--- config.mk ---
export PLATFORM = sky130hd
export DESIGN_NAME = idma_legalizer
export DESIGN_NICKNAME = d
export VERILOG_FILES = /design/src/legalizer_pkg.sv /design/src/burst_tracker.sv /design/src/legalizer_ctrl.sv /design/src/obi_read_request.sv /design/src/axi_write_request.sv /design/src/idma_legalizer.sv
export SDC_FILE = /design/constraint.sdc
export NUM_CORES = 1
export LEC_CHECK = 0
export ABC_AREA = 0
export BUFFER_PORTS_ARGS = -buffer_cell sky130_fd_sc_hd__buf_2
export CAP_MARGIN = 0
export CORE_ASPECT_RATIO = 0.6
export CORE_MARGIN = 2
export CORE_UTILIZATION = 25
export DETAILED_ROUTE_END_ITERATION = 16
export PLACE_DENSITY = 0.41
export SKIP_LAST_GASP = 1
export SYNTH_ARGS = -nofsm -noshare
export SYNTH_HDL_FRONTEND = slang
export SYNTH_SLANG_ARGS = --single-unit
export TNS_END_PERCENT = 30
--- constraint.sdc ---
create_clock -name clk_i -period 18.5 [get_ports clk_i]
set_clock_uncertainty 0.2 [all_clocks]
set_input_delay 0.925 -clock clk_i [delete_from_list [all_inputs] [get_ports clk_i]]
set_output_delay 0.925 -clock clk_i [all_outputs]
set_load 0.1 [all_outputs]
--- src/legalizer_pkg.sv ---
// Widths, page size and vector types shared by the burst legalizer
`default_nettype none

package legalizer_pkg;

    // ------------------------------------------------------------------------
    // Bus and transfer sizes
    // ------------------------------------------------------------------------
    // Word-wide data path on both sides
    localparam int unsigned DataWidth     = 32;
    localparam int unsigned AddrWidth     = 24;
    localparam int unsigned LenWidth      = 16;
    // Bytes per word and byte offset bits
    localparam int unsigned StrbWidth     = DataWidth / 8;
    localparam int unsigned OffsetWidth   = $clog2(StrbWidth);
    // One page is 256 words
    localparam int unsigned PageSize      = 256 * StrbWidth;
    localparam int unsigned PageAddrWidth = $clog2(PageSize);

    // ------------------------------------------------------------------------
    // Vector types
    // ------------------------------------------------------------------------
    typedef logic [AddrWidth-1:0]   addr_t;
    typedef logic [LenWidth-1:0]    len_t;
    // Up to a full page, so one bit wider than the page offset
    typedef logic [PageAddrWidth:0] page_len_t;
    typedef logic [OffsetWidth-1:0] offset_t;
    // AXI len field, beats minus one
    typedef logic [7:0]             beats_t;

endpackage

`default_nettype wire

--- src/burst_tracker.sv ---
// One side's remaining transfer state and its next page-legal burst
`default_nettype none

module burst_tracker import legalizer_pkg::*; (
    input  logic      clk_i,
    input  logic      rst_i,
    // New transfer
    input  logic      load_i,
    input  addr_t     addr_i,
    input  len_t      length_i,
    // Step to next burst, or drop everything
    input  logic      advance_i,
    input  logic      kill_i,
    // Largest burst allowed this cycle
    input  page_len_t limit_i,
    // Current burst
    output addr_t     addr_o,
    output offset_t   start_offset_o,
    output page_len_t num_bytes_o,
    output page_len_t to_page_o,
    output logic      done_o,
    output logic      busy_o
);

    addr_t   addr_q;
    len_t    len_q;
    logic    busy_q;
    offset_t start_off_q;
    logic    over_limit;

    // ------------------------------------------------------------------------
    // Burst size
    // ------------------------------------------------------------------------
    // Bytes left before the next page boundary
    assign to_page_o = page_len_t'(PageSize) - {1'b0, addr_q[PageAddrWidth-1:0]};

    // More left than fits, so cut at the limit
    assign over_limit  = len_q > len_t'(limit_i);
    assign num_bytes_o = over_limit ? limit_i : len_q[PageAddrWidth:0];

    // Idle counts as done so a new request can enter
    assign done_o = ~busy_q | ~over_limit;

    assign addr_o         = addr_q;
    assign start_offset_o = start_off_q;
    assign busy_o         = busy_q;

    // ------------------------------------------------------------------------
    // State
    // ------------------------------------------------------------------------
    always_ff @(posedge clk_i) begin
        if (rst_i) begin
            len_q  <= '0;
            busy_q <= 1'b0;
        end else if (load_i) begin
            len_q  <= length_i;
            busy_q <= 1'b1;
        end else if (kill_i) begin
            len_q  <= '0;
            busy_q <= 1'b0;
        end else if (advance_i && busy_q) begin
            // Last burst leaves the side idle
            len_q  <= over_limit ? len_q - len_t'(num_bytes_o) : '0;
            busy_q <= over_limit;
        end
    end

    // Address and start offset of the active transfer
    always_ff @(posedge clk_i) begin
        if (load_i) begin
            addr_q      <= addr_i;
            start_off_q <= addr_i[OffsetWidth-1:0];
        end else if (advance_i && busy_q && over_limit) begin
            addr_q <= addr_q + addr_t'(num_bytes_o);
        end
    end

endmodule

`default_nettype wire

--- src/legalizer_ctrl.sv ---
// Request acceptance, coupling of both sides, flush and kill handling
`default_nettype none

module legalizer_ctrl import legalizer_pkg::*; (
    input  logic      clk_i,
    input  logic      rst_i,
    // Request handshake
    input  logic      valid_i,
    input  logic      decouple_i,
    output logic      ready_o,
    output logic      load_o,
    // Downstream readiness and overrides
    input  logic      r_ready_i,
    input  logic      w_ready_i,
    input  logic      flush_i,
    input  logic      kill_i,
    // Tracker status
    input  page_len_t r_to_page_i,
    input  page_len_t w_to_page_i,
    input  logic      r_done_i,
    input  logic      w_done_i,
    input  logic      r_busy_i,
    input  logic      w_busy_i,
    // Tracker control
    output page_len_t r_limit_o,
    output page_len_t w_limit_o,
    output logic      r_advance_o,
    output logic      w_advance_o,
    // Burst strobes
    output logic      r_valid_o,
    output logic      w_valid_o
);

    logic      decouple_q;
    page_len_t c_to_page;
    logic      r_go;
    logic      w_go;

    // ------------------------------------------------------------------------
    // Acceptance
    // ------------------------------------------------------------------------
    // Kill counts as done on both sides
    assign ready_o = (r_done_i | kill_i) & (w_done_i | kill_i)
                   & r_ready_i & w_ready_i & ~flush_i;
    assign load_o  = valid_i & ready_o;

    // Mode of the active transfer
    always_ff @(posedge clk_i) begin
        if (rst_i) begin
            decouple_q <= 1'b0;
        end else if (load_o) begin
            decouple_q <= decouple_i;
        end
    end

    // ------------------------------------------------------------------------
    // Coupling
    // ------------------------------------------------------------------------
    // Closer boundary of the two
    assign c_to_page = (r_to_page_i > w_to_page_i) ? w_to_page_i : r_to_page_i;
    assign r_limit_o = decouple_q ? r_to_page_i : c_to_page;
    assign w_limit_o = decouple_q ? w_to_page_i : c_to_page;

    // Coupled mode stalls both sides when either ready is low
    assign r_go = r_ready_i & ~flush_i & (decouple_q | w_ready_i);
    assign w_go = w_ready_i & ~flush_i & (decouple_q | r_ready_i);

    assign r_advance_o = r_go | kill_i;
    assign w_advance_o = w_go | kill_i;

    assign r_valid_o = r_busy_i & r_go;
    assign w_valid_o = w_busy_i & w_go;

endmodule

`default_nettype wire

--- src/obi_read_request.sv ---
// OBI read burst fields from the read tracker state
`default_nettype none

module obi_read_request import legalizer_pkg::*; (
    input  addr_t     addr_i,
    input  page_len_t num_bytes_i,
    input  offset_t   start_offset_i,
    output addr_t     r_addr_o,
    output offset_t   r_offset_o,
    output offset_t   r_tailer_o,
    output offset_t   r_shift_o,
    output logic      r_single_o
);

    page_len_t end_bytes;

    // ------------------------------------------------------------------------
    // Address and byte lanes
    // ------------------------------------------------------------------------
    // Word aligned request address
    assign r_addr_o   = {addr_i[AddrWidth-1:OffsetWidth], {OffsetWidth{1'b0}}};
    assign r_offset_o = addr_i[OffsetWidth-1:0];

    // Byte lane after the last valid byte
    assign end_bytes  = num_bytes_i + page_len_t'(r_offset_o);
    assign r_tailer_o = end_bytes[OffsetWidth-1:0];

    // Read shifter aligns on the source start offset
    assign r_shift_o = start_offset_i;

    // At most one word of payload
    assign r_single_o = num_bytes_i <= page_len_t'(StrbWidth);

endmodule

`default_nettype wire

--- src/axi_write_request.sv ---
// AXI write burst fields from the write tracker state
`default_nettype none

module axi_write_request import legalizer_pkg::*; (
    input  addr_t     addr_i,
    input  page_len_t num_bytes_i,
    input  offset_t   start_offset_i,
    input  logic      done_i,
    output addr_t     w_addr_o,
    output beats_t    w_len_o,
    output offset_t   w_offset_o,
    output offset_t   w_tailer_o,
    output offset_t   w_shift_o,
    output logic      w_single_o,
    output logic      w_last_o
);

    page_len_t end_bytes;
    page_len_t last_byte;

    // ------------------------------------------------------------------------
    // AW channel
    // ------------------------------------------------------------------------
    // Word aligned, size is always one full word
    assign w_addr_o   = {addr_i[AddrWidth-1:OffsetWidth], {OffsetWidth{1'b0}}};
    assign w_offset_o = addr_i[OffsetWidth-1:0];

    // Index of last byte touched, counted from the aligned address
    assign end_bytes = num_bytes_i + page_len_t'(w_offset_o);
    assign last_byte = end_bytes - page_len_t'(1);

    // Beats minus one; never above 255 within a page
    assign w_len_o = beats_t'(last_byte >> OffsetWidth);

    // ------------------------------------------------------------------------
    // Write data path
    // ------------------------------------------------------------------------
    assign w_tailer_o = end_bytes[OffsetWidth-1:0];
    // Undo the destination misalignment
    assign w_shift_o  = -start_offset_i;
    assign w_single_o = w_len_o == '0;

    // Final burst of the 1D transfer
    assign w_last_o = done_i;

endmodule

`default_nettype wire

--- src/idma_legalizer.sv ---
// Burst legalizer top level with controller, trackers and request formers
`default_nettype none

module idma_legalizer import legalizer_pkg::*; (
    input  logic    clk_i,
    input  logic    rst_i,
    // 1D transfer request
    input  addr_t   src_addr_i,
    input  addr_t   dst_addr_i,
    input  len_t    length_i,
    input  logic    decouple_i,
    input  logic    valid_i,
    output logic    ready_o,
    // Downstream readiness and overrides
    input  logic    r_ready_i,
    input  logic    w_ready_i,
    input  logic    flush_i,
    input  logic    kill_i,
    // OBI read burst
    output addr_t   r_addr_o,
    output offset_t r_offset_o,
    output offset_t r_tailer_o,
    output offset_t r_shift_o,
    output logic    r_single_o,
    // AXI write burst
    output addr_t   w_addr_o,
    output beats_t  w_len_o,
    output offset_t w_offset_o,
    output offset_t w_tailer_o,
    output offset_t w_shift_o,
    output logic    w_single_o,
    output logic    w_last_o,
    // Strobes and status
    output logic    r_valid_o,
    output logic    w_valid_o,
    output logic    r_busy_o,
    output logic    w_busy_o
);

    logic      load;
    page_len_t r_limit, w_limit;
    page_len_t r_to_page, w_to_page;
    page_len_t r_num_bytes, w_num_bytes;
    logic      r_advance, w_advance;
    logic      r_done, w_done;
    addr_t     r_addr, w_addr;
    offset_t   r_start_off, w_start_off;

    // ------------------------------------------------------------------------
    // Control
    // ------------------------------------------------------------------------
    legalizer_ctrl i_ctrl (
        .clk_i       (clk_i),
        .rst_i       (rst_i),
        .valid_i     (valid_i),
        .decouple_i  (decouple_i),
        .ready_o     (ready_o),
        .load_o      (load),
        .r_ready_i   (r_ready_i),
        .w_ready_i   (w_ready_i),
        .flush_i     (flush_i),
        .kill_i      (kill_i),
        .r_to_page_i (r_to_page),
        .w_to_page_i (w_to_page),
        .r_done_i    (r_done),
        .w_done_i    (w_done),
        .r_busy_i    (r_busy_o),
        .w_busy_i    (w_busy_o),
        .r_limit_o   (r_limit),
        .w_limit_o   (w_limit),
        .r_advance_o (r_advance),
        .w_advance_o (w_advance),
        .r_valid_o   (r_valid_o),
        .w_valid_o   (w_valid_o)
    );

    // ------------------------------------------------------------------------
    // Source side, OBI read
    // ------------------------------------------------------------------------
    burst_tracker i_read_tracker (
        .clk_i          (clk_i),
        .rst_i          (rst_i),
        .load_i         (load),
        .addr_i         (src_addr_i),
        .length_i       (length_i),
        .advance_i      (r_advance),
        .kill_i         (kill_i),
        .limit_i        (r_limit),
        .addr_o         (r_addr),
        .start_offset_o (r_start_off),
        .num_bytes_o    (r_num_bytes),
        .to_page_o      (r_to_page),
        .done_o         (r_done),
        .busy_o         (r_busy_o)
    );

    obi_read_request i_read_request (
        .addr_i         (r_addr),
        .num_bytes_i    (r_num_bytes),
        .start_offset_i (r_start_off),
        .r_addr_o       (r_addr_o),
        .r_offset_o     (r_offset_o),
        .r_tailer_o     (r_tailer_o),
        .r_shift_o      (r_shift_o),
        .r_single_o     (r_single_o)
    );

    // ------------------------------------------------------------------------
    // Destination side, AXI write
    // ------------------------------------------------------------------------
    burst_tracker i_write_tracker (
        .clk_i          (clk_i),
        .rst_i          (rst_i),
        .load_i         (load),
        .addr_i         (dst_addr_i),
        .length_i       (length_i),
        .advance_i      (w_advance),
        .kill_i         (kill_i),
        .limit_i        (w_limit),
        .addr_o         (w_addr),
        .start_offset_o (w_start_off),
        .num_bytes_o    (w_num_bytes),
        .to_page_o      (w_to_page),
        .done_o         (w_done),
        .busy_o         (w_busy_o)
    );

    axi_write_request i_write_request (
        .addr_i         (w_addr),
        .num_bytes_i    (w_num_bytes),
        .start_offset_i (w_start_off),
        .done_i         (w_done),
        .w_addr_o       (w_addr_o),
        .w_len_o        (w_len_o),
        .w_offset_o     (w_offset_o),
        .w_tailer_o     (w_tailer_o),
        .w_shift_o      (w_shift_o),
        .w_single_o     (w_single_o),
        .w_last_o       (w_last_o)
    );

endmodule

`default_nettype wire

==> summary.txt <==
Yosys
  – Netlist cell types: 76
  – EDFF count, synth: 52
  – Mapped Avg Cell Area: 8.29 um2
  – Synthesis Warnings: 0
  – Synthesized area: 0.00817 mm2
  – Register area share after synthesis: 27.7%
  – Ys flop type: edfxtp_1
  – Async set-reset flop share out of synthesis: 0%
  – Syn Inst Count: 986
  – Synthesized flop and latch total: between 80 and 90

STA
  – Slew headroom: between 20% and 30%
  – Post-route setup TNS: 0 ns
  – FMAX: 96.2 MHz
  – Fin crit period: 10.40 ns
  – Max-slew violations: 0
  – RSZ-0062 raised after global routing: false
  – Final Hold Viols: 0
  – Final setup fails: 0
  – Final worst-path cycle share: 56.2%
  – Worst-Margin Slew: ~1.2 ns

Setup path
  – Critical path startpoint category: register
  – Crit Path Category: reg2out
  – Crit-path max cell delay: 0.64 ns
  – CP required: about 17 ns
  – Crit-path max FO: 16
  – Slowest cell on the critical path: o31a_1
  – Buf+Inv Stages, Crit Path: 4
  – CP delay by family, top: compound AO/OA/AOI/OAI gates
  – Worst path arrival time: roughly 9.3 ns
  – CP Capture Type: output port

Global routing
  – Initial antenna violation count: 0
  – Busiest grt layer: met1
  – Overall Global Routing Usage: 16.5%
  – Largest net degree at the start of global routing: 76
  – Total gr overflow: 0
  – Vias in the first global route: 6,964
  – First-pass GRT wire length: 42,600 um
  – Met1 Usage GRT: 25.6%
  – Grt met2 use: a little over a fifth
  – Met3 Use GR: 5.04%

Place
  – Post-DP HPWL: between 20,000 and 25,000 um
  – RePlAce Congestion: roughly 0.85
  – PortBufs: 143
  – Placed Cells: 1,524

Die
  – Die Ht: about 140 um
  – Initial Util: 25.3%
  – # IOs: approximately 150
  – Die width: about 240 um
  – Num rows: 51
  – CORE AREA: 0.0323 mm2
  – DIE AREA: 0.0342 mm2

Pwr
  – Leak pwr: 4.07 nW
  – Power per Cell Area: 144 mW/mm2
  – Peak VDD IR: 0.0927 mV

Drt
  – Final ANT Viol Nets: 0
  – Aggregate routed wire length: 28,000 um
  – DRT iter0 DRCs: 535
  – Routed via count: 7,518
  – Via/cell ratio: 4.88
  – TritonRoute pass-1 iters: 5
  – Routed len/inst: 18.2 um
  – Drt drc: 0

CTS
  – Hold buffer count at CTS: 0
  – Cts repair resizes: 0
  – CTS Root Cell: clkbuf_16
  – Post-CTS setup buffer count: 0
  – TritonCTS Sinks: between 80 and 90
  – H-tree depth: 3
  – Clock transition at the registers of the reported paths: 0.08 ns
  – Clock tree buffer depth: 2
  – Total CTS buffers: 9
  – CTS tree: done
  – Worst-skew pair later-pin latency: 0.38 ns

Cells and area
  – Commonest non-fill, non-tap cell in the layout: buf_2
  – Area Growth Syn to Fin: 17.7%
  – Nets: roughly 1,300
  – Finished Layout Cells: 1,540
  – Filler Cells Inserted: around 3,500
  – Layout cells sized above 1: 18.4%
  – Commonest cells after routing, fill and taps aside: buf_2, inv_1, nand2_1, ha_1, o21ai_0
  – Antenna Cells: 0

Status
  – Status: completed

Run
  – Max_cap viols: 0

Min path
  – Worst min path class: reg2reg
## cell usage after synthesis (3+ instances only)
cell	instances	area [um2]
nand2b_1	7	43.8
a21oi_1	60	300
buf_4	6	45.0
a31oi_1	6	37.5
nor3_1	48	240
a211oi_1	4	30.0
xnor2_1	57	499
a221oi_1	15	131
and2_1	8	50.1
mux2i_1	20	200
o21a_1	10	75.1
nor2_1	67	251
o21bai_1	11	82.6
edfxtp_1	52	1560
a22oi_1	3	22.5
clkbuf_1	20	75.1
a211o_1	3	26.3
o21ai_1	5	25.0
nor4_1	8	50.1
o2111ai_1	5	43.8
or3_1	9	56.3
buf_1	7	26.3
fa_1	4	80.1
and3_1	11	68.8
a21o_1	8	60.1
or4_1	5	37.5
a21boi_0	8	60.1
buf_2	3	15.0
o21ai_0	76	380
nor2b_1	9	56.3
nand4_1	12	75.1
o211ai_1	6	45.0
dfxtp_1	35	701
nand3_1	26	130
mux2_2	16	180
ha_1	79	988
o31ai_1	7	52.6
nand2_1	85	319
xor2_1	30	263
inv_1	88	330
## sequential cells by signal, summed over array words and instances, names as in the netlist
signal and flops:
i_write_tracker.start_offset_o 2, i_write_tracker.busy_o 1, i_write_tracker.len_q 16, i_read_tracker.start_offset_o 2, i_read_tracker.busy_o 1, i_ctrl.decouple_q 1, i_write_tracker.addr_o 24, i_read_tracker.addr_o 24
i_read_tracker.len_q 16
## final timing paths
path / startpoint / endpoint / slack, ns / cells after the start
min reg2reg: i_read_tracker.len_q[14] / i_read_tracker.len_q[14] / 0.32 / 2
max: i_write_tracker.addr_o[3] / w_len_o[7] / 8.10 / 31
min: i_read_tracker.len_q[14] / i_read_tracker.len_q[14] / 0.32 / 2
max reg2reg: i_write_tracker.addr_o[3] / i_write_tracker.addr_o[20] / 8.72 / 34
## worst min-delay path: stages, from the launching register on
cell and delay, ns:
dfxtp_1 0.33, nand3_1 0.06, o21ai_0 0.08
## per-stage QoR
step	area, um2	hold slack [ns]	setup WS (ns)	total power [W]	utilization, %
after floorplan	8180	0.258	7.29	0.000995	-
after global placement	9310	0.312	8.74	0.00119	28.8
after detailed placement	9310	0.319	8.58	0.00118	28.8
after CTS	9610	0.329	8.13	0.00140	29.8
after global routing	9610	0.340	7.38	0.00150	29.8
final	9610	0.323	8.10	0.00139	29.8
## routing by layer
| layer | up-vias | wire (um) |
|---|---|---|
| met5 | - | 0 |
| met4 | 0 | 207 |
| met3 | 15 | 2030 |
| met2 | 172 | 10700 |
| met1 | 3526 | 15100 |
| li1 | 3805 | - |
## cell type report
type,count,area (um2),share of cell area [%]
multi-input cells,773,5410,56.3
inverters,92,350,3.64
repair buffers,148,753,7.84
flip-flops and latches,87,2260,23.5
well taps,424,531,5.52
clock inverters,7,77.6,0.807
clock buffers,9,225,2.34
## cell families (layout without fill, tap and decap cells)
family | Yosys count | count (layout) | synth area share [%]
buffers and inverters | 129 | 256 | 6.40
adder cells (fa/ha/maj) | 83 | 83 | 13.1
multiplexers | 41 | 41 | 5.61
XOR/XNOR | 87 | 87 | 9.33
other | 1 | 4 | 0.0459
AND/OR/NAND/NOR | 308 | 308 | 18.3
AO/OA/AOI/OAI | 250 | 250 | 19.6
flip-flops | 87 | 87 | 27.7
## where the power goes
| group | total (W) | switching (W) | internal (W) |
|---|---|---|---|
| combinational | 0.000928 | 0.000635 | 0.000294 |
| sequential | 0.000257 | 0.0000211 | 0.000236 |
| clock | 0.000202 | 0.0000950 | 0.000107 |
(Power assumes the default switching activity.)
